===== config.mk =====
export PLATFORM = sky130hd
export DESIGN_NAME = octaveSelector
export DESIGN_NICKNAME = d
export VERILOG_FILES = /design/src/source/dftConfigPkg.sv /design/src/source/octaveSelector.sv
export SDC_FILE = /design/constraint.sdc
export NUM_CORES = 1
export LEC_CHECK = 0
export ABC_AREA = 1
export ABC_CLOCK_PERIOD_IN_PS = 800
export BUFFER_PORTS_ARGS = -buffer_cell sky130_fd_sc_hd__buf_2
export CELL_PAD_IN_SITES_DETAIL_PLACEMENT = 1
export CELL_PAD_IN_SITES_GLOBAL_PLACEMENT = 2
export CORE_AREA = 3 3 40 42
export CTS_BUF_LIST = sky130_fd_sc_hd__clkbuf_16
export DETAILED_ROUTE_END_ITERATION = 12
export DIE_AREA = 0 0 43 45
export GPL_ROUTABILITY_DRIVEN = 0
export PLACE_DENSITY = 0.43
export SYNTH_ARGS = -nofsm -noshare
export SYNTH_HDL_FRONTEND = slang
export SYNTH_SLANG_ARGS = --single-unit

===== constraint.sdc =====
create_clock -name clk -period 0.8 [get_ports clk]
set_input_delay 0.16 -clock clk [delete_from_list [all_inputs] [get_ports clk]]
set_output_delay 0.16 -clock clk [all_outputs]
set_load 0.01 [all_outputs]

===== src/source/dftConfigPkg.sv =====
// Analyzer sizes and derived widths
// Scalar typedefs for samples, phases, sums and magnitudes
// Sequencer broadcast, trig pair and per-octave magnitude structs
package dftConfigPkg;

    localparam int octaveCount = 3;                        // Octaves in the analyzer
    localparam int binCount    = 4;                        // Bins per octave
    localparam int inWidth     = 12;                       // External sample width
    localparam int sampleWidth = inWidth + octaveCount - 1; // Room for two pairwise sums
    localparam int trigWidth   = 12;                       // Signed table values
    localparam int phaseWidth  = 6;                        // 64 table entries
    localparam int topWindow   = 32;                       // Octave 0 window, halves per octave
    localparam int sumWidth    = sampleWidth + trigWidth + $clog2(topWindow);
    localparam int magWidth    = sumWidth;

    typedef logic [$clog2(octaveCount)-1:0] octaveIdxT;
    typedef logic [$clog2(binCount)-1:0]    binIdxT;
    typedef logic [phaseWidth-1:0]          phaseT;
    typedef logic signed [sampleWidth-1:0]  sampleT;
    typedef logic signed [trigWidth-1:0]    trigT;
    typedef logic signed [sumWidth-1:0]     sumT;         // Running sine or cosine sum
    typedef logic [magWidth-1:0]            magT;

    // Sequencer broadcast, one step of the frame walk
    typedef struct packed {
        octaveIdxT octave;     // Octave being worked on
        binIdxT    bin;        // Bin being worked on
        logic      addPass;    // High for add pass, low for subtract pass
        logic      calcActive; // High during both passes
    } opCtrlT;

    // Sine and cosine read at the same phase
    typedef struct packed {
        trigT sinVal;
        trigT cosVal;
    } trigPairT;

    typedef magT [binCount-1:0] binMagsT; // One octave's magnitudes

endpackage


===== src/source/octaveSelector.sv =====
// Decimation scheduler
// Octave i is enabled in frames whose index is a multiple of 2**i
`timescale 1ns/100ps

module octaveSelector (
    input  logic                                 clk,
    input  logic                                 rst,
    input  logic                                 frameDone,
    output logic [dftConfigPkg::octaveCount-1:0] octaveEnable
);
    import dftConfigPkg::*;

    logic [octaveCount-2:0] frameCnt, framePrev;

    always_ff @(posedge clk or posedge rst)
    begin
        if (rst)
        begin
            frameCnt  <= '0;
            framePrev <= '1;   // Every bit counts as fallen, so frame 0 enables all
        end
        else if (frameDone)
        begin
            framePrev <= frameCnt;
            frameCnt  <= frameCnt + 1'b1;
        end
    end

    assign octaveEnable[0]               = 1'b1;                   // Top octave takes every sample
    assign octaveEnable[octaveCount-1:1] = framePrev & ~frameCnt;  // Falling counter bits
endmodule


-- After elaboration in Yosys (flattened, before gate mapping)
Cells that the tools add are included.
- $add $sub $neg: 1
- bitwise operators: 2
- operator list (operator ; number):
    2-bit by 1-bit adder with 2-bit output, second input constant ; 1
    2-bit AND ; 1
    2-bit NOT ; 1
- word-level logic and storage cells: 5
- input bits: 3
- output and inout bits: 3
- register bits after elaboration: 4

-- Depth between registers and ports, before layout
- depth after elaboration: 2
- mapped depth: 3
- gate-level depth less buffers: 3

-- Least setup slack after synthesis
Ideal clock, no wire load.
- path kind: register -> output
- from: reg framePrev[0]
- to: out octaveEnable[1] in the netlist's numbering
- required time: 0.640 ns
- arrival time: 0.687 ns
- cell stages (with the launch flop): 3
- buffers on the path: 0
- setup slack: -0.047 ns
- cell sequence: dfstp_2 > inv_1 > nor2_1
- longest elaborated chain between the ends: 1
- RTL lines (what ; RTL line ; text):
    start, declared ; octaveSelector.sv:13 ; logic [octaveCount-2:0] frameCnt, framePrev;
    start signal, assigned ; octaveSelector.sv:24 ; framePrev <= frameCnt;
    2-bit AND ; octaveSelector.sv:30 ; assign octaveEnable[octaveCount-1:1] = framePrev & ~frameCnt;
    end, declared ; octaveSelector.sv:9 ; output logic [dftConfigPkg::octaveCount-1:0] octaveEnable
Every way passes these cells.

-- Worst setup path in the final report
Ends and elaborated chain as after synthesis.

==> results_dict.tcl <==
set metrics [dict create \
    cts_made_buffers 3 \
    synth_top_area_frac 0.292 \
    grt_util_met3 0.0478 \
    drv_cap 0 \
    grt_pass1_vias 199 \
    grt_max_degree 7 \
    cp_slowest_cell "dfstp_2" \
    drt_iter0_markers 0 \
    final_util 0.265 \
    clk_pin_slew_worst_paths_ns 0.03 \
    finalSetupViolCount 3 \
    syn-cell-area_um2 180 \
    cp.required_ns 0.64 \
    cts.path.max_buffers 2 \
    totalWireLength_um 421 \
    hold_viol_final 0 \
    numClockSinks 4 \
    timing.fmax_mhz 897 \
    n_fill_cell 160 \
    numPortBuffers 4 \
    postSynthAreaPerCell_um2 8.19 \
    insertedDiodeCount 0 \
    crit_arrival_ns 0.95 \
    io_pins 6 \
    drc 0 \
    start_kind "flop" \
    layout_setup_ws_ns -0.315 \
    cts_tree "built" \
    met2_usage 0.0928 \
    holdCritPathClass "input port to flop" \
    skew_ns 0.00388 \
    yosysWarnings 0 \
    whs_ns 0.153 \
    drive_gt1_frac 0.548 \
    initial_utilization 0.140 \
    power-per-cell-area_nw_per_um2 3900 \
    pre_cts_slack_ns -0.114 \
    fin_setup_tns_ns -0.697 \
    yosys.area.top_type "dfstp_2" \
    synth_compound_area_frac 0.0556 \
    violations "setup timing" \
    grt-ovfl-total 0 \
    synth-seq-cells 4 \
    nets 35 \
    hp-start "frameDone" \
    clk_latency_ns 0.23 \
    cp_cell_sequence "inv_2 > nor2_4 > buf_6" \
    busiest_layer "met4" \
    postRouteAntennaNets 0 \
    core_um2 1280 \
    slowest_delay_ns 0.52 \
    syn_to_final_growth_pct 88.9 \
    peakVddDrop_uv 1320 \
    synth_top_family_by_area "simple AND/OR/NAND/NOR gates" \
    synth_fa_ha_area_frac 0 \
    grtUsageTotal 0.0710 \
    fin_crit_sh 1.39 \
    fin_crit_ns 1.11 \
    ys_types 10 \
    synth_seq_area_share 0.569 \
    hpwlAfterDp_um 295 \
    cp-startpoint "framePrev[0]" \
    h-tree-depth 1 \
    wire_per_inst_um 9.15 \
    critical_path_class "flop to output pin" \
    rsz0062_at_grt "yes" \
    die_h_um 45 \
    fp.dieArea_um2 1940 \
    clockRootBuffer "clkbuf_16" \
    maxSlewViolCount 0 \
    cp-end-kind "output pin" \
    grt_pass1_wl_um 828 \
    via_per_inst 3.67 \
    worst-path-max-fanout 2 \
    synthSimpleGateAreaFrac 0.208 \
    synthTopCellsByArea "dfstp_2, dfrtp_1, inv_1, nor2_1, nand2_1" \
    grt_antenna_before_repair 0 \
    synth_fp_nets 25 \
    r2r-start "framePrev[0]" \
    synth_xor_area_frac 0 \
    synth.area.mux_share 0 \
    grt.met1_usage 0.0584 \
    status "complete, but fails checks" \
    synth_cells 22 \
    rows 13 \
    dieWidth_um 43 \
    p_leak_nw 0.169 \
    dr.pass1.iters 1 \
    vias 169 \
]
==> per-stage QoR <==
stage | area [um2] | power, mW | cells
floorplan | 195 | 0.427 | 22
global placement | 226 | 0.470 | 40
detailed placement | 226 | 0.478 | 40
CTS | 339 | 1.35 | 46
global route | 340 | 1.41 | 46
finish | 340 | 1.33 | 46
==> per-layer routing <==
| layer | wire length [um] | share of wire |
|---|---|---|
| met5 | 0 | 0 |
| met4 | 33 | 0.078 |
| met2 | 179 | 0.43 |
| met1 | 162 | 0.38 |
| met3 | 45 | 0.11 |
==> power by group <==
group / internal (mW) / switching (mW) / total [mW] / leakage [nW]
Sequential: 0.270 / 0.0510 / 0.321 / 0.0435
Combinational: 0.102 / 0.0983 / 0.200 / 0.0827
Clock: 0.647 / 0.159 / 0.806 / 0.0423
Total: 1.02 / 0.308 / 1.33 / 0.169
==> synth_stat cells, drive strengths merged <==
cell type and n:
inv 5, dfrtp 2, nand3 1, nand2 4, buf 1, o21ai 2
conb 1, nor2 4, dfstp 2
==> cell type report <==
cell class	instances	area (um2)	area share
Clock buffer	3	75.1	0.221
Clock inverter	1	3.75	0.0110
Inverter	5	18.8	0.0551
Multi-Input combinational cell	12	70.1	0.206
Sequential cell	4	104	0.305
Tap cell	15	18.8	0.0551
Timing Repair Buffer	6	50.0	0.147
==> layout by cell type, fill, tap and decap left out <==
cell type / n
dfrtp_2: 1
dlygate4sd3_1: 1
nand3_1: 1
nand2_1: 3
nand2_2: 1
dfrtp_1: 1
o21ai_2: 1
buf_4: 1
clkbuf_16: 3
nor2_1: 2
inv_1: 4
dfstp_2: 2
o21ai_0: 1
buf_2: 2
conb_1: 1
inv_2: 2
buf_6: 2
nor2_4: 2
==> flip-flops by register name (all words and copies together) (netlist names) <==
name	count
frameCnt	2
framePrev	2
==> cell families (layout without fill, tap and decap cells) <==
kind of cell    count (synthesis)  in the layout
buf+inv                         6             15
simple gates                    9              9
compound gates                  2              2
flops                           4              4
other cells                     1              1
==> timing repair <==
| action | CTS | global route |
|---|---|---|
| pin swaps | 2 | 1 |
| setup buffers | 1 | 1 |
| hold endpoints to repair | 2 | 0 |
| endpoints found under the setup margin | 3 | 4 |
| hold buffers | 1 | 0 |
| resized for setup | 4 | 1 |
==> worst max-delay path: cells and delay by family (launching register included) <==
kind	cells	cell delay [ns]
buffers and inverters	2	0.14
flip-flops	1	0.52
AND/OR/NAND/NOR	1	0.07
==> final timing paths <==
| check | endpoint | slack (ns) | depth (start not counted) |
|---|---|---|---|
| hold reg to reg | framePrev[1] | 0.50 | 2 |
| hold / removal | framePrev[0] | 0.15 | 2 |
| min in group asynchronous | frameCnt[1] | 0.36 | 3 |
| setup / recovery | octaveEnable[1] | -0.31 | 3 |
| setup reg to reg | framePrev[0] | -0.08 | 3 |
| max in group asynchronous | framePrev[0] | 0.21 | 3 |
(Power assumes the default switching activity.)
