$ cat src/source/dftConfigPkg.sv
// Analyzer sizes and derived widths
// Scalar typedefs for samples, phases, sums and magnitudes
// Sequencer broadcast, trig pair and per-octave magnitude structs
package dftConfigPkg;

    localparam int octaveCount = 3;                        // Octaves in the analyzer
    localparam int binCount    = 4;                        // Bins per octave
    localparam int inWidth     = 12;                       // External sample width
    localparam int sampleWidth = inWidth + octaveCount - 1; // Room for two pairwise sums
    localparam int trigWidth   = 12;                       // Signed table values
    localparam int phaseWidth  = 6;                        // 64 table entries
    localparam int topWindow   = 32;                       // Octave 0 window, halves per octave
    localparam int sumWidth    = sampleWidth + trigWidth + $clog2(topWindow);
    localparam int magWidth    = sumWidth;

    typedef logic [$clog2(octaveCount)-1:0] octaveIdxT;
    typedef logic [$clog2(binCount)-1:0]    binIdxT;
    typedef logic [phaseWidth-1:0]          phaseT;
    typedef logic signed [sampleWidth-1:0]  sampleT;
    typedef logic signed [trigWidth-1:0]    trigT;
    typedef logic signed [sumWidth-1:0]     sumT;         // Running sine or cosine sum
    typedef logic [magWidth-1:0]            magT;

    // Sequencer broadcast, one step of the frame walk
    typedef struct packed {
        octaveIdxT octave;     // Octave being worked on
        binIdxT    bin;        // Bin being worked on
        logic      addPass;    // High for add pass, low for subtract pass
        logic      calcActive; // High during both passes
    } opCtrlT;

    // Sine and cosine read at the same phase
    typedef struct packed {
        trigT sinVal;
        trigT cosVal;
    } trigPairT;

    typedef magT [binCount-1:0] binMagsT; // One octave's magnitudes

endpackage

$ cat src/source/operationManager.sv
// Frame sequencer FSM
// Accepts one sample, strobes the write, then walks every octave
// through a subtract pass and an add pass over all bins
`timescale 1ns/100ps

module operationManager (
    input  logic                 clk,
    input  logic                 rst,
    input  logic                 sampleValid,
    output logic                 ready,
    output logic                 writeStrobe,
    output logic                 frameDone,
    output dftConfigPkg::opCtrlT opCtrl
);
    import dftConfigPkg::*;

    typedef enum logic [2:0] {stWait, stWrite, stSub, stAdd, stDone} opStateT;

    opStateT   state, stateNext;
    octaveIdxT octaveCnt;    // Octave being walked
    binIdxT    binCnt;       // Bin inside the current pass
    logic      lastBin, lastOctave;

    assign lastBin    = (binCnt == binIdxT'(binCount - 1));
    assign lastOctave = (octaveCnt == octaveIdxT'(octaveCount - 1));

    always_ff @(posedge clk or posedge rst)
    begin
        if (rst)
            state <= stWait;
        else
            state <= stateNext;
    end

    always_comb
    begin
        stateNext = state;
        case (state)
            stWait:  if (sampleValid) stateNext = stWrite;   // Handshake on ready
            stWrite: stateNext = stSub;
            stSub:   if (lastBin) stateNext = stAdd;
            stAdd:   if (lastBin) stateNext = lastOctave ? stDone : stSub;
            stDone:  stateNext = stWait;
            default: stateNext = stWait;
        endcase
    end

    // Counters restart with every write so each frame walks from octave 0
    always_ff @(posedge clk or posedge rst)
    begin
        if (rst)
        begin
            octaveCnt <= '0;
            binCnt    <= '0;
        end
        else if (state == stWrite)
        begin
            octaveCnt <= '0;
            binCnt    <= '0;
        end
        else if (state == stSub || state == stAdd)
        begin
            binCnt <= lastBin ? '0 : binCnt + 1'b1;              // Wrap per pass
            if (state == stAdd && lastBin && !lastOctave)
                octaveCnt <= octaveCnt + 1'b1;                   // Next octave after add pass
        end
    end

    always_comb
    begin
        ready              = (state == stWait);
        writeStrobe        = (state == stWrite);
        frameDone          = (state == stDone);
        opCtrl.octave      = octaveCnt;
        opCtrl.bin         = binCnt;
        opCtrl.addPass     = (state == stAdd);
        opCtrl.calcActive  = (state == stSub) || (state == stAdd);
    end

endmodule

$ cat config.mk
export PLATFORM = sky130hd
export DESIGN_NAME = operationManager
export DESIGN_NICKNAME = d
export VERILOG_FILES = /design/src/source/dftConfigPkg.sv /design/src/source/operationManager.sv
export SDC_FILE = /design/constraint.sdc
export NUM_CORES = 1
export LEC_CHECK = 0
export ABC_AREA = 1
export BUFFER_PORTS_ARGS = -buffer_cell sky130_fd_sc_hd__buf_2
export CORE_AREA = 2 2 39 41
export DETAILED_ROUTE_END_ITERATION = 6
export DIE_AREA = 0 0 41 43
export SLEW_MARGIN = 25
export SYNTH_ARGS = -nofsm -noshare
export SYNTH_HDL_FRONTEND = slang
export SYNTH_SLANG_ARGS = --single-unit
$ cat constraint.sdc
create_clock -name clk -period 2.7 [get_ports clk]
set_clock_uncertainty 0.15 [all_clocks]
set_input_delay 0.54 -clock clk [delete_from_list [all_inputs] [get_ports clk]]
set_output_delay 0.54 -clock clk [all_outputs]
set_load 0.1 [all_outputs]
# After elaboration in Yosys (flattened, before gate mapping)
# Cells that the tools add are included.
# word_totals
regBits	7
in_bits	3
out_inout_bits	9
wordCells	34
# op_classes
add_sub_neg	2
eq_ne	9
n_mux	11
n_reduce_logical	9
# ops
cell	count
2-bit 2-to-1 mux	6
3-bit 2-to-1 mux	4
3-bit case mux with 4 select lines	1
3-bit by 2-bit equality test with 1-bit output (second input constant)	2
2-bit by 1-bit adder with 2-bit output (second input constant)	2
2-bit equality test (second input constant)	2
2-bit != test (second input constant)	2
2-bit nonzero test	2
3-bit by 1-bit equality test with 1-bit output (second input constant)	1
3-bit equality test (second input constant)	1
3-bit zero test	1
3-bit AND reduction	1
1-bit logical AND	2
2-bit by 1-bit != test with 1-bit output (second input constant)	1
2-bit AND reduction	1
1-bit zero test	1
1-bit logical OR	1

# Depth between registers and ports, before layout
# Gate-level depths: netlist of the first run.
# logic_depth
word_depth	6
mapped_depth	6
mapped_depth_nobuf	6

# Worst setup path after synthesis of the first run
# No wires, ideal clock.
# synth_timing
path_kind	reg2out
start	register state[2]
end	output frameDone
t_arrival_ps	2552
required_time_ps	2010
setup_slack_ps	-542
stages_incl_launch_ff	3
n_path_buf	0
cell_sequence	dfrtp_1 > inv_2 > nor3_1
# synth_via
elab_chain_cells	1
# synth_rtl
element	line_no	rtl
from (decl)	operationManager.sv:19	opStateT state, stateNext;
from (signal assigned)	operationManager.sv:30	state <= stWait;
from (signal assigned)	operationManager.sv:32	state <= stateNext;
3-bit equality test	operationManager.sv:73	frameDone = (state == stDone);
to (decl)	operationManager.sv:12	output logic frameDone,
# Every way passes these cells.

==> results of run 1 <==
metal layers:
metal	global-route usage	vias to the layer above
met5	0	-
met4	0.120	0
met3	0.0628	4
met2	0.150	13
met1	0.146	163
li1	-	187
area by class of cell:
type                       instances  area (um2)  share of cell area
clock buffer                       4        26.3              0.0505
inverter                           9        33.8              0.0649
tap                               16        20.0              0.0385
sequential                         7         175               0.337
multi-input combinational         35         210               0.404
timing repair buffer              11        55.1               0.106
flip-flops by register name (all words and copies together), names as in the netlist:
signal	cells
binCnt	2
octaveCnt	2
state	3
per-stage QoR:
step	util	hold WS (ns)	setup WS, ns	instance area, um2
CTS	0.376	0.0510	0.470	520
floorplan	-	0.193	0.107	419
global route	0.376	0.0635	0.406	520
global placement	0.357	0.328	0.833	494
finish	0.376	0.0489	0.483	520
detailed placement	0.357	0.333	0.761	494
cells in the final DEF (no fill, tap or decap):
master / n
buf_2: 11
clkbuf_1: 1
clkbuf_4: 3
dfrtp_1: 7
ha_1: 2
inv_1: 6
inv_2: 3
nand2_1: 14
nand2_4: 1
nand3_1: 2
nand3_2: 2
nand3b_1: 1
nor2_1: 5
nor2_2: 1
nor2_4: 1
nor3_2: 2
o21ai_1: 2
o21ai_2: 2
logic make-up (layout without fill, tap and decap cells):
kind of cell	after synthesis	count (layout)	share of synthesized area
buf+inv	9	24	0.0826
flops	7	7	0.428
compound gates	4	4	0.0673
fa+ha+maj	2	2	0.0612
simple gates	29	29	0.361
worst reg2reg max path: stages, from the launching register on:
cell     delay, ns
dfrtp_1       0.42
ha_1          0.22
inv_1         0.13
nand2_1       0.08
nand3_2       0.10
nand2_1       0.05
o21ai_1       0.08
worst max path at each step:
stage,from,endpoint,slack [ns],cells past startpoint
final,state[2],opCtrl[1],0.48,4
after global routing,state[2],opCtrl[1],0.41,4
after CTS,state[2],opCtrl[1],0.47,4
after detailed placement,state[2],opCtrl[1],0.76,4
after global placement,state[2],opCtrl[1],0.83,4
after floorplan,state[2],opCtrl[1],0.11,3
==> flow_metrics.tcl, run 1 <==
set metrics [dict create \
    yosysTopAreaCell "dfrtp_1" \
    nFillCells 143 \
    path_buf_inv 2 \
    synthCells 51 \
    met3WireLength_um 57 \
    grt_use_total 0.124 \
    r2r_slack_ns 1.38 \
    syn-num-nets 56 \
    synth-seq-cells 7 \
    vias_per_cell 4.48 \
    clk_latency_ns 0.26 \
    vias 367 \
    cp_cell_sequence "inv_2, nand2_1, nor2_1, buf_2" \
    die-area_um2 1760 \
    die_w_um 41 \
    timing.rr.start "binCnt[0]" \
    synth_top_area_share 0.428 \
    drive_above_1_share 0.394 \
    wl_met1_um 336 \
    cp_max_fo 5 \
    arrival_ns 1.53 \
    fmax_mhz 451 \
    drc 0 \
    hold_viol_final 0 \
    hold_path_class "input pin to async pin" \
    cts_tree "yes" \
    ant_nets 0 \
    diodes 0 \
    postCtsHoldBufs 0 \
    overflow 0 \
    yosysUniqueCellTypes 15 \
    wirelength_um 795 \
    rows 14 \
    synth_edf_count 0 \
    min_period_ns 2.22 \
    worstSetupPathType "register to output pin" \
    cp.required_ns 2.01 \
    dp.cells 78 \
    antenna_found_initial 0 \
    clk_pin_slew_ns 0.05 \
    yosysMostFrequentCell "nand2_1" \
    cts.repair.resized 0 \
    finalMaxSlewViolations 0 \
    hpwl_um 668 \
    wl_per_cell_um 9.70 \
    synthToLayoutAreaGrowth_pct 27.2 \
    gp_congestion 0.656 \
    min_period_over_period 0.821 \
    cap_violations 0 \
    dr_wl_met2_um 366 \
    cp_top_family "buffers and inverters" \
    clkSinkCount 7 \
    drt_iter0_drc 4 \
    critPathSlowestCell "dfrtp_1" \
    htree_num_levels 1 \
    die_y_um 43 \
    r2r_end "octaveCnt[1]" \
    avgSynthCellArea_um2 8.02 \
    io_pins 12 \
    clk_path_buf_depth 2 \
    synth_flop_cell "dfrtp_1" \
    seq_area_frac_synth 0.428 \
    worst_pin_slew_ns 0.488 \
    yosys_warnings 0 \
    netlist_top_cells_area "dfrtp_1 (43%), nand2_1 (13%), ha_1 (6.1%)" \
    max_stage_delay_ns 0.46 \
    port_buffers 11 \
    synth_common_cells "nand2_1 (14), dfrtp_1 (7), inv_1 (6), nor2_1 (5), inv_2 (3)" \
    fin_tns_setup_ns 0 \
    setup_viol 0 \
    startpoint_type "register" \
    nets 72 \
    numCtsBuffers 3 \
    drt_first_pass_iters 6 \
    rsz0062_at_grt "false" \
    r2r_cells 6 \
    grt_max_degree 8 \
    coreArea_um2 1380 \
    postCtsSetupBuffers 0 \
    fin_cells 82 \
    start_util 0.296 \
    cts_root_buffer "clkbuf_4" \
    grt_pass1_wl_um 1290 \
    max_slew_margin 0.677 \
    status "finished, final reports clean" \
    syn_area_um2 409 \
    async_reset_ff_frac 1.00 \
    top_layer "met4" \
    grt_pass1_vias 288 \
    end_kind "output pin" \
]
Power of run 1 is not shown: default switching activity piles up to over one toggle a cycle in this logic, so the estimate is an artifact.
==> run 2: changes to the inputs <==
==> constraint.sdc (replaced) <==
create_clock -name clk -period 2.19 [get_ports clk]
set_clock_uncertainty 0.15 [all_clocks]
set_input_delay 0.438 -clock clk [delete_from_list [all_inputs] [get_ports clk]]
set_output_delay 0.438 -clock clk [all_outputs]
set_load 0.1 [all_outputs]
==> run 2 against run 1 <==
Register-to-register slack got worse by 0.49 ns; via count rose by 1.1%; setup slack got worse by 0.36 ns; final area is 2.4% higher; highest routed layer is now met3; critical path depth stayed put; flip-flop and latch count unchanged; final cell count grew 1.2%.
==> flow_metrics.tcl, run 2 (same netlist as run 1, synthesis figures left out) <==
set metrics [dict create \
    top_layer "met3" \
    hold_viol_final 0 \
    cap_violations 0 \
    diodes 0 \
    max_stage_delay_ns 0.46 \
    top_register "state" \
    placed_area_um2 497 \
    cp.required_ns 1.60 \
    reg_top3 "state: 3 flops, binCnt: 2 flops, octaveCnt: 2 flops" \
    nFillCells 158 \
    final_cell_mix "nand2_1 (14), buf_2 (11), dfrtp_1 (7)" \
    min_period_ns 2.06 \
    rows 14 \
    met3WireLength_um 40 \
    r2r_cells 6 \
    worst_pin_slew_ns 0.486 \
    wl_met1_um 367 \
    dp.cells 78 \
    io_pins 12 \
    end_kind "output pin" \
    dr_wl_met2_um 448 \
    overflow 0 \
    hold_path_class "register to register" \
    cts_root_buffer "clkbuf_4" \
    fmax_mhz 484 \
    grt_pass1_wl_um 1470 \
    die_y_um 43 \
    port_buffers 11 \
    fin_ws_ns 0.126 \
    critPathSlowestCell "dfrtp_1" \
    worstSetupPathType "register to output pin" \
    antenna_found_initial 0 \
    drc 0 \
    clk_path_buf_depth 2 \
    fin_cells 83 \
    cp_max_fo 5 \
    final_common_cell "nand2_1" \
    status "finished, final reports clean" \
    finalMaxSlewViolations 0 \
    clkSinkCount 7 \
    fin_area_um2 533 \
    arrival_ns 1.48 \
    hold_depth 2 \
    vias_per_cell 4.47 \
    drt_iter0_drc 6 \
    cp_cell_sequence "inv_2, nand2_1, nor2_2, buf_2" \
    numCtsBuffers 3 \
    r2r_slack_ns 0.89 \
    grt_use_total 0.125 \
    max_slew_margin 0.678 \
    clk_latency_ns 0.24 \
    rsz0062_at_grt "false" \
    drt_first_pass_iters 4 \
    start_util 0.296 \
    grt_pass1_vias 354 \
    synthToLayoutAreaGrowth_pct 30.3 \
    hpwl_um 690 \
    coreArea_um2 1380 \
    nets 73 \
    die_w_um 41 \
    cts_tree "yes" \
    startpoint_type "register" \
    ant_nets 0 \
    grt_max_degree 8 \
    wl_per_cell_um 10.3 \
    pre_cts_ws_ns 0.386 \
    die-area_um2 1760 \
    timing.hold.ws_ns 0.364 \
    multi_input_area_um2 213 \
    postCtsSetupBuffers 0 \
    gp_congestion 0.634 \
    min_period_over_period 0.943 \
    drive_above_1_share 0.403 \
    clk_pin_slew_ns 0.05 \
    wirelength_um 856 \
    setup_viol 0 \
    ff_latch_area_um2 175 \
    cts.repair.resized 0 \
    largest_reg_flops 3 \
    htree_num_levels 1 \
    vias 371 \
]
[run 2: critical path: cells and delay by family (launching register included)]
family,cells,cell delay (ns)
DFF,1,0.46
and+or+nand+nor,2,0.20
buffers and inverters,2,0.57
[run 2: layer usage]
layer,GRT usage,vias to the layer above
met2,0.191,7
li1,-,192
met4,0.100,0
met5,0,-
met1,0.148,172
met3,0.0157,0
[run 2: final cells by class]
cell class,count,share of cell area
Tap cell,16,0.0376
Multi-Input combinational cell,35,0.399
Clock buffer,4,0.0493
Inverter,9,0.0634
Timing Repair Buffer,12,0.122
Sequential cell,7,0.329
[run 2: final timing paths]
kind / end / from
max in group asynchronous: binCnt[1] / rst
worst max-delay path: opCtrl[1] / state[2]
min in group asynchronous: octaveCnt[1] / rst
worst min register to register: binCnt[1] / binCnt[1]
worst max register to register: octaveCnt[0] / binCnt[0]
worst min-delay path: binCnt[1] / binCnt[1]
[run 2: timing repair]
action / 4_1_cts / 5_1_grt
hold buffers: 1 / 0
endpoints found under the hold margin: 7 / 0
setup endpoints to repair: 0 / 0
[run 2: metrics by stage]
| step | util | TNS (ns) |
|---|---|---|
| final | 0.385 | 0 |
| after detailed placement | 0.359 | 0 |
| after global placement | 0.359 | 0 |
| after CTS | 0.385 | 0 |
| after floorplan | - | -0.173 |
| after global routing | 0.385 | 0 |
Power of run 2 is left out for the same reason.
==> run 3: changes to the inputs <==
--- a/config.mk
+++ b/config.mk
@@ -10,6 +10,7 @@
 export CORE_AREA = 2 2 39 41
 export DETAILED_ROUTE_END_ITERATION = 6
 export DIE_AREA = 0 0 41 43
+export RECOVER_POWER = 100
 export SLEW_MARGIN = 25
 export SYNTH_ARGS = -nofsm -noshare
 export SYNTH_HDL_FRONTEND = slang
==> run 3 against run 2 <==
Highest routed layer unchanged; final cell count stayed put; count of clock-buffer cells in the layout did not move; routed wire length rose by 1.1%; register-to-register slack improved by 0.02 ns.
==> flow_metrics.tcl, run 3 (same netlist as run 1, synthesis figures left out) <==
set metrics [dict create \
    status "finished, final reports clean" \
    clk_pin_slew_ns 0.05 \
    gp_congestion 0.634 \
    nFillCells 160 \
    arrival_ns 1.49 \
    hold_path_class "register to register" \
    cap_violations 0 \
    cp_max_fo 5 \
    setup_viol 0 \
    overflow 0 \
    vias_per_cell 4.46 \
    io_pins 12 \
    drc 0 \
    endpoint "opCtrl[1]" \
    drive_above_1_share 0.358 \
    hpwl_um 690 \
    grt_max_degree 8 \
    ff_latch_area_um2 175 \
    cts_tree "yes" \
    startpoint_type "register" \
    rows 14 \
    coreArea_um2 1380 \
    hold_viol_final 0 \
    reg_top3 "state: 3 flops, binCnt: 2 flops, octaveCnt: 2 flops" \
    r2r_cells 6 \
    wl_per_cell_um 10.4 \
    cp.required_ns 1.60 \
    diodes 0 \
    nets 73 \
    final_common_cell "nand2_1" \
    worstSetupPathType "register to output pin" \
    r2r_slack_ns 0.91 \
    synthToLayoutAreaGrowth_pct 26.3 \
    die_w_um 41 \
    max_slew_margin 0.641 \
    largest_reg_flops 3 \
    clk_path_buf_depth 2 \
    final_cell_mix "nand2_1 (15), clkbuf_2 (8), dfrtp_1 (7)" \
    rsz0062_at_grt "false" \
    min_period_ns 2.08 \
    worst_pin_slew_ns 0.541 \
    min_period_over_period 0.949 \
    htree_num_levels 1 \
    timing.rr.start "binCnt[0]" \
    final_util 0.373 \
    port_buffers 11 \
    top_register "state" \
    die_y_um 43 \
    drt_iter0_drc 3 \
    crit_start "state[2]" \
    clkSinkCount 7 \
    grt_pass1_vias 354 \
    multi_input_area_um2 196 \
    antenna_found_initial 0 \
    grt_use_total 0.125 \
    postCtsSetupBuffers 0 \
    end_kind "output pin" \
    fmax_mhz 481 \
    grt_pass1_wl_um 1470 \
    r2r_end "octaveCnt[0]" \
    wirelength_um 865 \
    vias 370 \
    ant_nets 0 \
    finalMaxSlewViolations 0 \
    cts_root_buffer "clkbuf_4" \
    numCtsBuffers 3 \
    cts.repair.resized 0 \
    start_util 0.296 \
    die-area_um2 1760 \
    drt_first_pass_iters 4 \
    clk_latency_ns 0.25 \
]
-- run 3: final cells by class --
cell class | instances | share of cell area
clock buffer | 4 | 0.0508
inverter | 9 | 0.0654
multi-input combinational | 35 | 0.380
sequential | 7 | 0.339
tap | 16 | 0.0387
timing repair buffer | 12 | 0.126
-- run 3: worst min path at each step --
| stage | startpoint | to | cells past startpoint |
|---|---|---|---|
| final | binCnt[0] | binCnt[0] | 1 |
| after CTS | binCnt[0] | binCnt[0] | 1 |
| after global routing | binCnt[0] | binCnt[0] | 1 |
| after global placement | rst | octaveCnt[1] | 2 |
| after detailed placement | rst | octaveCnt[1] | 2 |
| after floorplan | rst | binCnt[0] | 1 |
-- run 3: per-layer routing --
layer,GRT usage,routed length [um],part of all wire
met5,0,0,0
met4,0.100,0,0
met3,0.0157,42,0.049
met2,0.191,452,0.52
met1,0.148,370,0.43
-- run 3: worst max-delay path: stages (launching register included) --
cell and delay, ns:
dfrtp_1 0.46, inv_2 0.13, nand2_1 0.09, nor2_2 0.12, buf_2 0.44
-- run 3: stage by stage --
step	setup WS (ns)	area (um2)	setup TNS, ns	std cells	hold WS [ns]
2_1_floorplan	-0.105	422	-0.173	51	0.0914
3_3_place_gp	0.435	497	0	78	0.227
3_5_place_dp	0.386	497	0	78	0.228
4_1_cts	0.113	533	0	83	0.369
5_1_grt	0.0342	517	0	83	0.400
6_report	0.113	517	0	83	0.366
-- run 3: repair_timing --
item	4_1_cts	5_1_grt
setup endpoints to repair	0	0
hold buffers	1	0
hold endpoints to repair	7	0
Power of run 3 is left out for the same reason.
