==> config.mk <==
export PLATFORM = sky130hd
export DESIGN_NAME = octaveChannel
export DESIGN_NICKNAME = d
export VERILOG_FILES = /design/src/source/dftConfigPkg.sv /design/src/source/trigTablePkg.sv /design/src/source/phaseCounters.sv /design/src/source/sampleWindow.sv /design/src/source/octaveChannel.sv
export SDC_FILE = /design/constraint.sdc
export NUM_CORES = 2
export LEC_CHECK = 0
export ABC_AREA = 1
export ABC_CLOCK_PERIOD_IN_PS = 24100
export BUFFER_PORTS_ARGS = -buffer_cell sky130_fd_sc_hd__buf_2
export CAP_MARGIN = 25
export CORE_ASPECT_RATIO = 1.5
export CORE_MARGIN = 4
export CORE_UTILIZATION = 40
export DETAILED_ROUTE_END_ITERATION = 7
export GPL_ROUTABILITY_DRIVEN = 0
export PLACE_DENSITY = 0.51
export RECOVER_POWER = 25
export SLEW_MARGIN = 10
export SYNTH_ARGS = -nofsm -noshare
export SYNTH_HDL_FRONTEND = slang
export SYNTH_SLANG_ARGS = --single-unit
==> constraint.sdc <==
create_clock -name clk -period 24.1 [get_ports clk]
set_input_delay 2.41 -clock clk [delete_from_list [all_inputs] [get_ports clk]]
set_output_delay 2.41 -clock clk [all_outputs]
set_load 0.05 [all_outputs]
==> src/source/dftConfigPkg.sv <==
// Analyzer sizes and derived widths
// Scalar typedefs for samples, phases, sums and magnitudes
// Sequencer broadcast, trig pair and per-octave magnitude structs
package dftConfigPkg;

    localparam int octaveCount = 3;                        // Octaves in the analyzer
    localparam int binCount    = 4;                        // Bins per octave
    localparam int inWidth     = 12;                       // External sample width
    localparam int sampleWidth = inWidth + octaveCount - 1; // Room for two pairwise sums
    localparam int trigWidth   = 12;                       // Signed table values
    localparam int phaseWidth  = 6;                        // 64 table entries
    localparam int topWindow   = 32;                       // Octave 0 window, halves per octave
    localparam int sumWidth    = sampleWidth + trigWidth + $clog2(topWindow);
    localparam int magWidth    = sumWidth;

    typedef logic [$clog2(octaveCount)-1:0] octaveIdxT;
    typedef logic [$clog2(binCount)-1:0]    binIdxT;
    typedef logic [phaseWidth-1:0]          phaseT;
    typedef logic signed [sampleWidth-1:0]  sampleT;
    typedef logic signed [trigWidth-1:0]    trigT;
    typedef logic signed [sumWidth-1:0]     sumT;         // Running sine or cosine sum
    typedef logic [magWidth-1:0]            magT;

    // Sequencer broadcast, one step of the frame walk
    typedef struct packed {
        octaveIdxT octave;     // Octave being worked on
        binIdxT    bin;        // Bin being worked on
        logic      addPass;    // High for add pass, low for subtract pass
        logic      calcActive; // High during both passes
    } opCtrlT;

    // Sine and cosine read at the same phase
    typedef struct packed {
        trigT sinVal;
        trigT cosVal;
    } trigPairT;

    typedef magT [binCount-1:0] binMagsT; // One octave's magnitudes

endpackage

==> src/source/trigTablePkg.sv <==
// Quarter-symmetric sine table scaled to 2047
// Per-bin phase advance per sample
// Start phases of the oldest-sample counters per octave and bin
package trigTablePkg;

    localparam int tableSize     = 2 ** dftConfigPkg::phaseWidth;
    localparam int quarterPeriod = tableSize / 4;   // Cosine offset into the sine table

    // Entry i is round(2047 * sin(2*pi*i/64))
    localparam dftConfigPkg::trigT sineTable [tableSize] = '{
           0,   201,   399,   594,   783,   965,  1137,  1299,
        1447,  1582,  1702,  1805,  1891,  1959,  2008,  2037,
        2047,  2037,  2008,  1959,  1891,  1805,  1702,  1582,
        1447,  1299,  1137,   965,   783,   594,   399,   201,
           0,  -201,  -399,  -594,  -783,  -965, -1137, -1299,
       -1447, -1582, -1702, -1805, -1891, -1959, -2008, -2037,
       -2047, -2037, -2008, -1959, -1891, -1805, -1702, -1582,
       -1447, -1299, -1137,  -965,  -783,  -594,  -399,  -201
    };

    // Table steps per sample, one per bin
    localparam dftConfigPkg::phaseT binStep [dftConfigPkg::binCount] = '{
        6'd1, 6'd2, 6'd3, 6'd5
    };

    // Minus window length times step, mod 64
    // Windows are 32, 16 and 8 samples
    localparam dftConfigPkg::phaseT
        windowPhaseOffset [dftConfigPkg::octaveCount][dftConfigPkg::binCount] = '{
        '{6'd32, 6'd0,  6'd32, 6'd32},  // Octave 0
        '{6'd48, 6'd32, 6'd16, 6'd48},  // Octave 1
        '{6'd56, 6'd48, 6'd40, 6'd24}   // Octave 2
    };

endpackage

==> src/source/phaseCounters.sv <==
// Per-bin table phases for one octave
// Newest phase serves the add pass, oldest phase the subtract pass
// Each advances by the bin's step when its pass runs
`timescale 1ns/100ps

module phaseCounters #(
    parameter int octaveIndex = 0
) (
    input  logic                 clk,
    input  logic                 rst,
    input  dftConfigPkg::opCtrlT opCtrl,
    input  logic                 active,
    output dftConfigPkg::phaseT  phase
);
    import dftConfigPkg::*;
    import trigTablePkg::*;

    phaseT newestPhase [binCount];   // Phase of the next sample to enter
    phaseT oldestPhase [binCount];   // Phase of the next sample to leave

    always_ff @(posedge clk or posedge rst)
    begin
        if (rst)
        begin
            for (int b = 0; b < binCount; b++)
            begin
                newestPhase[b] <= '0;
                oldestPhase[b] <= windowPhaseOffset[octaveIndex][b]; // One window behind
            end
        end
        else if (active)
        begin
            if (opCtrl.addPass)
                newestPhase[opCtrl.bin] <= newestPhase[opCtrl.bin] + binStep[opCtrl.bin];
            else
                oldestPhase[opCtrl.bin] <= oldestPhase[opCtrl.bin] + binStep[opCtrl.bin];
        end
    end

    // Current value is used this cycle, the advanced one next frame
    assign phase = opCtrl.addPass ? newestPhase[opCtrl.bin] : oldestPhase[opCtrl.bin];

endmodule

==> src/source/sampleWindow.sv <==
// Circular sample store for one octave
// Gives the newest and previous sample and the one leaving the window
`timescale 1ns/100ps

module sampleWindow #(
    parameter int windowLength = 32
) (
    input  logic                 clk,
    input  logic                 rst,
    input  logic                 takeSample,
    input  dftConfigPkg::sampleT sampleIn,
    output dftConfigPkg::sampleT newest,
    output dftConfigPkg::sampleT previous,
    output dftConfigPkg::sampleT leaving
);
    import dftConfigPkg::*;

    localparam int ptrWidth = $clog2(windowLength);

    sampleT               windowMem [windowLength];
    logic [ptrWidth-1:0]  writePtr;   // Slot holding the oldest sample
    logic                 filled;     // Window has wrapped at least once

    // Storage itself, read and overwritten at the same slot
    always_ff @(posedge clk)
    begin
        if (takeSample)
            windowMem[writePtr] <= sampleIn;
    end

    always_ff @(posedge clk or posedge rst)
    begin
        if (rst)
        begin
            writePtr <= '0;
            filled   <= 1'b0;
            newest   <= '0;
            previous <= '0;
            leaving  <= '0;
        end
        else if (takeSample)
        begin
            newest   <= sampleIn;
            previous <= newest;
            leaving  <= filled ? windowMem[writePtr] : '0;  // Empty slots read as zero
            if (writePtr == ptrWidth'(windowLength - 1))
            begin
                writePtr <= '0;
                filled   <= 1'b1;
            end
            else
            begin
                writePtr <= writePtr + 1'b1;
            end
        end
    end

endmodule

==> src/source/octaveChannel.sv <==
// One octave of the sliding DFT
// Sample window, phase counters, running sine/cosine sums per bin
// and the approximate magnitude of each bin
`timescale 1ns/100ps

module octaveChannel #(
    parameter int octaveIndex = 0
) (
    input  logic                   clk,
    input  logic                   rst,
    input  dftConfigPkg::opCtrlT   opCtrl,
    input  logic                   octaveOn,
    input  logic                   takeSample,
    input  dftConfigPkg::sampleT   sampleIn,
    input  dftConfigPkg::trigPairT trig,
    output dftConfigPkg::phaseT    phaseReq,
    output dftConfigPkg::sampleT   decimatedOut,
    output dftConfigPkg::binMagsT  mags
);
    import dftConfigPkg::*;

    logic   calcEn;                    // This octave's turn and enabled this frame
    sampleT newest, previous, leaving;
    sampleT operand;                   // Leaving sample on subtract, newest on add
    logic signed [sampleWidth+trigWidth-1:0] sinProd, cosProd;
    sumT    sinSum [binCount];
    sumT    cosSum [binCount];
    sumT    absSin, absCos;
    magT    bigVal, smallVal, magNext;

    assign calcEn = octaveOn && opCtrl.calcActive && (opCtrl.octave == octaveIdxT'(octaveIndex));

    phaseCounters #(.octaveIndex(octaveIndex)) u_phaseCounters (
        .clk    (clk),
        .rst    (rst),
        .opCtrl (opCtrl),
        .active (calcEn),
        .phase  (phaseReq)
    );

    sampleWindow #(.windowLength(topWindow >> octaveIndex)) u_sampleWindow (
        .clk        (clk),
        .rst        (rst),
        .takeSample (takeSample),
        .sampleIn   (sampleIn),
        .newest     (newest),
        .previous   (previous),
        .leaving    (leaving)
    );

    assign decimatedOut = newest + previous;  // Pairwise sum feeds the octave below

    always_comb
    begin
        operand  = opCtrl.addPass ? newest : leaving;
        sinProd  = trig.sinVal * operand;
        cosProd  = trig.cosVal * operand;
        absSin   = sinSum[opCtrl.bin][sumWidth-1] ? -sinSum[opCtrl.bin] : sinSum[opCtrl.bin];
        absCos   = cosSum[opCtrl.bin][sumWidth-1] ? -cosSum[opCtrl.bin] : cosSum[opCtrl.bin];
        bigVal   = (absSin > absCos) ? magT'(absSin) : magT'(absCos);
        smallVal = (absSin > absCos) ? magT'(absCos) : magT'(absSin);
        magNext  = bigVal + (smallVal >> 1);   // Larger plus half the smaller
    end

    always_ff @(posedge clk or posedge rst)
    begin
        if (rst)
        begin
            sinSum <= '{default: '0};
            cosSum <= '{default: '0};
            mags   <= '0;
        end
        else if (calcEn && !opCtrl.addPass)
        begin
            sinSum[opCtrl.bin] <= sinSum[opCtrl.bin] - sinProd;  // Drop the leaving sample
            cosSum[opCtrl.bin] <= cosSum[opCtrl.bin] - cosProd;
        end
        else if (calcEn)
        begin
            sinSum[opCtrl.bin] <= sinSum[opCtrl.bin] + sinProd;  // Add the newest sample
            cosSum[opCtrl.bin] <= cosSum[opCtrl.bin] + cosProd;
            mags[opCtrl.bin]   <= magNext;                       // Sums before this add
        end
    end

endmodule

Word level (Yosys, flattened, before mapping)
Memory sizes are Yosys's and may differ from the RTL's.
Index checks and enable logic that the tools add are counted.

operators by class
  add/subtract/negate cells = 11
  multiply operators = 2
  magnitude comparators = 5
  equality and inequality tests = 1
  multiplexer cells = 42
  bitwise logic cells = 3
  reduce and logical (&&, ||, !) cells = 12

operator list
  operator                                      count
  bitwise mux 124 bit                           5
  2-to-1 mux 124 bit                            4
  2-to-1 mux 31 bit                             10
  binary-select mux 31 bit (select 2 bit)       2
  demux 31 bit (select 2 bit)                   2
  adder 31 x 26 -> 31 bit                       2
  negator 31 bit                                2
  subtractor 31 x 26 -> 31 bit                  2
  multiplier 12 x 14 -> 26 bit                  2
  bitwise mux 24 bit                            2
  2-to-1 mux 6 bit                              8
  binary-select mux 6 bit (select 2 bit)        3
  adder 31 x 30 -> 31 bit                       1
  > comparator 31 bit                           1
  2-to-1 mux 14 bit                             2
  adder 14 bit                                  1
  adder 6 bit                                   2
  demux 6 bit (select 2 bit)                    1
  AND reduction 2 bit                           4
  adder 5 x 1 -> 5 bit (second input constant)  1
  equality test 5 bit (second input constant)   1
  logical AND 1 bit                             5
  2-to-1 mux 5 bit                              1
  >= comparator 3 bit (second input constant)   1
  other kinds (9)                               11

word-level totals
  register bits = 468
  bits in writable memories = 448
  output and inout port bits = 144
  memories kept = 1

memories
  name                      depth  bits a word  read ports  clocked after memory_dff  write ports  line                RTL
  u_sampleWindow.windowMem  32     14           1           0                         1            sampleWindow.sv:20  sampleT windowMem [windowLength];

Depth between registers and ports, before layout
  word-level depth = 10
  gate-level depth with buffers = 47

Modules after synthesis
A second synthesis with hierarchy kept.

unflattened totals
  cell total of the unflattened synthesis = 8,834
  area, all modules = 68,014.0 um^2

modules (own cells, without submodules)
  module         instances  cells each  area an instance (um^2)  seq. area each (um^2)
  octaveChannel  1          6,246       43,535.5                 9,308.9
  sampleWindow   1          2,214       21,633.2                 14,654.1
  phaseCounters  1          374         2,845.2                  1,204.9

Worst setup path after synthesis
No wires, ideal clock.

  path type = input port to flip-flop
  start = input port opCtrl[1] (netlist name)
  end = register cosSum[123] (netlist name)
  arrival = 9.022 ns
  required time = 23.987 ns
  slack = 14.965 ns
  cell stages on the path = 43
  path buffers = 3
  cells stage by stage = inv_2 buf_1 nand2_1 nand2_1 inv_1 clkbuf_1 nand2_1 fa_1 fa_1 inv_1 fa_1 fa_1 inv_1 fa_1 inv_1 ha_1 nand2_1 inv_1 [... 7 more ...] xor2_1 inv_1 ha_1 clkbuf_1 nor2_1 inv_1 nor2_1 inv_1 nor2_1 inv_1 nor3_1 nand2_1 o211ai_1 nand3_1 nand3_1 nand3_1 nand2_1 inv_1

on the way
  word-level cells in the longest chain between the ends = 6
  elaborated cells on any way between the ends = 11
  classes of those cells = add/sub (2); mul (1); mux (5); reduce/logical (3)

ends and longest elaborated chain
  item                           line                 RTL
  start, declared                octaveChannel.sv:11  input dftConfigPkg::opCtrlT opCtrl,
  2-to-1 mux 14 bit              octaveChannel.sv:55  operand = opCtrl.addPass ? newest : leaving;
  multiplier 12 x 14 -> 26 bit   octaveChannel.sv:57  cosProd = trig.cosVal * operand;
  adder 31 x 26 -> 31 bit        octaveChannel.sv:81  cosSum[opCtrl.bin] <= cosSum[opCtrl.bin] + cosProd;
  bitwise mux 124 bit            octaveChannel.sv:81
  2-to-1 mux 124 bit             octaveChannel.sv:78  else if (calcEn)
  2-to-1 mux 124 bit             octaveChannel.sv:73  else if (calcEn && !opCtrl.addPass)
  end signal, assigned by index  octaveChannel.sv:76  cosSum[opCtrl.bin] <= cosSum[opCtrl.bin] - cosProd;
  end signal, assigned by index  octaveChannel.sv:81
  end, declared                  octaveChannel.sv:27  sumT cosSum [binCount];

Several ways; a longest one is shown, not always the timed one. The select of a mux whose other input is x is not followed.
A chain may end at the register's enable or synchronous reset.

Worst setup path after layout
  start = input port opCtrl[1] (netlist name)
  end = register cosSum[91] (netlist name)

The elaborated chain is that of the path after synthesis.

==> results.py <==
metrics = {
    "outcome": {
        "outcome": "finished with violations",
        "failed_checks": "DRC, capacitance limit, slew limit",
    },
    "sta": {
        "finalSetupViolCount": 0,
        "hold_violations": 0,
        "worst_pin_slew_ns": 5.181,
        "max_freq_mhz": 89.60,
        "relSlewSlack_pct": -247.3,
        "setup_tns_ns": 0,
        "drv_slew": 647,
        "rsz0062_at_grt": "no",
        "fin_crit_ns": 11.16,
        "period_share_pct": 46.31,
        "clock_skew_ns": 0.05446,
    },
    "clock_tree": {
        "htreeDepth": 3,
        "clock-sinks": 916,
        "cts_setup_buffers": 0,
        "ctsResizeCount": 0,
        "cts_hold_buf": 0,
        "cts_buffers": 96,
        "clock_latency_ns": 0.76,
        "clockRootBuffer": "clkbuf_16",
        "cts_buffer_depth": 3,
        "tritoncts": "done",
        "path_clk_slew_ns": 0.06,
    },
    "route": {
        "vias_per_cell": 5.484,
        "drc_errors": 7,
        "vias": 57580,
        "drt_iter0_drc": 4529,
        "routedWlPerCell_um": 23.78,
        "routed_wl_um": 249700,
        "drt_pass1_iterations": 8,
        "antenna_left": 0,
    },
    "critical_path": {
        "crit_required_ns": 24.75,
        "r2r_cells": 35,
        "worst-setup-path-type": "primary input to flop",
        "cpMostUsedCell": "nand2_1",
        "worst_path_max_delay_cell": "inv_2",
        "start_kind": "primary input",
        "reg2reg_slack_ns": 14.97,
        "cp_max_fo": 25,
        "slowest_delay_ns": 0.61,
        "endpoint_kind": "flop",
        "critPathArrivalTime_ns": 11.81,
    },
    "synth": {
        "async_flop_share_pct": 51.09,
        "synth_nets": 8968,
        "ys_dominant_reg_cell": "dfrtp_1",
        "synth-seq-cells": 916,
        "synth.avg_cell_area_um2": 7.972,
        "ys_warn_count": 0,
        "synth_edf_count": 448,
        "synthCells": 8275,
        "synth_cell_types": 72,
        "synth_area_um2": 65960,
        "ys_seq_area_share_pct": 38.15,
    },
    "floorplanning": {
        "ios": 192,
        "rows": 182,
        "die-height_um": 505.4,
        "coreArea_um2": 164000,
        "initial_core_util_pct": 40.23,
        "die-area_um2": 171600,
        "die_w_um": 339.6,
    },
    "global_route": {
        "grt_max_degree": 167,
        "antenna_found_initial": 13,
        "globalRouteTotalUtil_pct": 28.59,
        "grt_overflow": 0,
        "grt_first_pass_wirelength_um": 369100,
        "grt_pass1_vias": 57400,
    },
    "cells_and_area": {
        "post-route-util_pct": 43.83,
        "final_common_cell": "nand2_1",
        "layout_common_cells": "nand2_1 (1906), inv_1 (1179), o21ai_0 (710)",
        "layout-drive-gt1-share_pct": 6.878,
        "fill_cells": 16620,
        "fin_nets": 8987,
        "area_growth_pct": 8.938,
    },
    "placement": {
        "hpwlAfterDp_um": 186500,
        "portBuffers": 191,
    },
    "flow_run": {
        "drv_cap": 16,
    },
    "min_path": {
        "worstHoldPathCells": 2,
        "hp-class": "flop to flop",
    },
}
worst max-delay path: cells and delay by family:
kind,cells,cell delay (ns)
adders and majority gates,7,3.38
buffers and inverters,10,2.24
and+or+nand+nor,12,2.20
AOI/OAI and AO/OA,7,1.51
flip-flops by register name (all words and copies together) (netlist names), 5 cells and up:
signal,count
u_sampleWindow.previous,14
cosSum,124
u_sampleWindow.leaving,14
u_phaseCounters.oldestPhase,24
u_sampleWindow.windowMem,448
sinSum,124
u_phaseCounters.newestPhase,24
u_sampleWindow.writePtr,5
mags,124
u_sampleWindow.newest,14
final timing paths:
kind	startpoint	endpoint
min	u_phaseCounters.oldestPhase[12]	u_phaseCounters.oldestPhase[12]
max in group asynchronous	rst	sinSum[56]
max reg2reg	u_sampleWindow.leaving[13]	cosSum[91]
min in group asynchronous	rst	mags[24]
min reg2reg	u_phaseCounters.oldestPhase[12]	u_phaseCounters.oldestPhase[12]
max	opCtrl[1]	cosSum[91]
stage by stage:
stage / hold slack (ns) / area (um2) / cells / setup slack, ns
after floorplan: 0.4346 / 65960 / 8275 / 8.643
after global placement: 0.4496 / 68680 / 10310 / 12.73
after detailed placement: 0.4503 / 68730 / 10310 / 12.60
after CTS: 0.4672 / 71840 / 10490 / 13.40
after global routing: 0.4787 / 71840 / 10490 / 12.42
final: 0.4649 / 71860 / 10500 / 12.94
cell usage after synthesis, types with 7 or more instances:
cell / count / share of area, %
buf_2: 38 / 0.29
inv_2: 22 / 0.13
nand4_1: 87 / 0.83
xnor2_1: 26 / 0.35
o21ai_0: 710 / 5.4
nor4_1: 9 / 0.085
a21boi_0: 7 / 0.080
o21ai_1: 81 / 0.61
dfrtp_1: 465 / 18
clkbuf_1: 231 / 1.3
nand2_1: 1907 / 11
buf_4: 12 / 0.14
a21oi_1: 321 / 2.4
nor2_1: 709 / 4.0
fa_1: 324 / 9.8
edfxtp_1: 448 / 20
nor3_1: 60 / 0.46
buf_1: 31 / 0.18
or2_2: 49 / 0.46
buf_6: 24 / 0.41
o21bai_1: 21 / 0.24
nand2_2: 31 / 0.29
o21a_1: 40 / 0.46
a31oi_1: 8 / 0.076
o211ai_1: 41 / 0.47
inv_1: 1185 / 6.7
nand3_1: 699 / 5.3
ha_1: 321 / 6.1
clkinv_1: 10 / 0.057
o22ai_1: 117 / 1.1
nand3b_1: 15 / 0.17
nor2_2: 8 / 0.076
xor2_1: 110 / 1.5
a21o_1: 9 / 0.10
cell families after synthesis:
| logic type | synth area share (%) |
|---|---|
| compound gates | 11.79 |
| xor+xnor | 1.855 |
| fa+ha+maj | 15.92 |
| buf+inv | 9.268 |
| flops | 38.15 |
| mux | 0.08345 |
| simple gates | 22.92 |
routing by layer:
| layer | part of all wire (%) | GRT usage, % | vias to the layer above |
|---|---|---|---|
| met2 | 50 | 50.87 | 2118 |
| met1 | 35 | 30.24 | 27850 |
| met4 | 9.6 | 22.47 | 2 |
| met3 | 5.4 | 4.138 | 674 |
| met5 | 0.0040 | 0 | - |
| li1 | - | - | 26940 |
cell type report:
cell class              count  area (um2)  share of cell area [%]
clock buffers             135        2670                   3.716
inverters                1218        4583                   6.378
well taps                2116        2648                   3.684
clock inverters            44       437.9                  0.6094
diodes                      9       22.52                 0.03134
multi-input cells        5804       34820                   48.45
flip-flops and latches    916       25170                   35.03
repair buffers            258        1509                   2.100
Power is not shown: default switching activity piles up to over one toggle a cycle in this logic, so the estimate is an artifact.
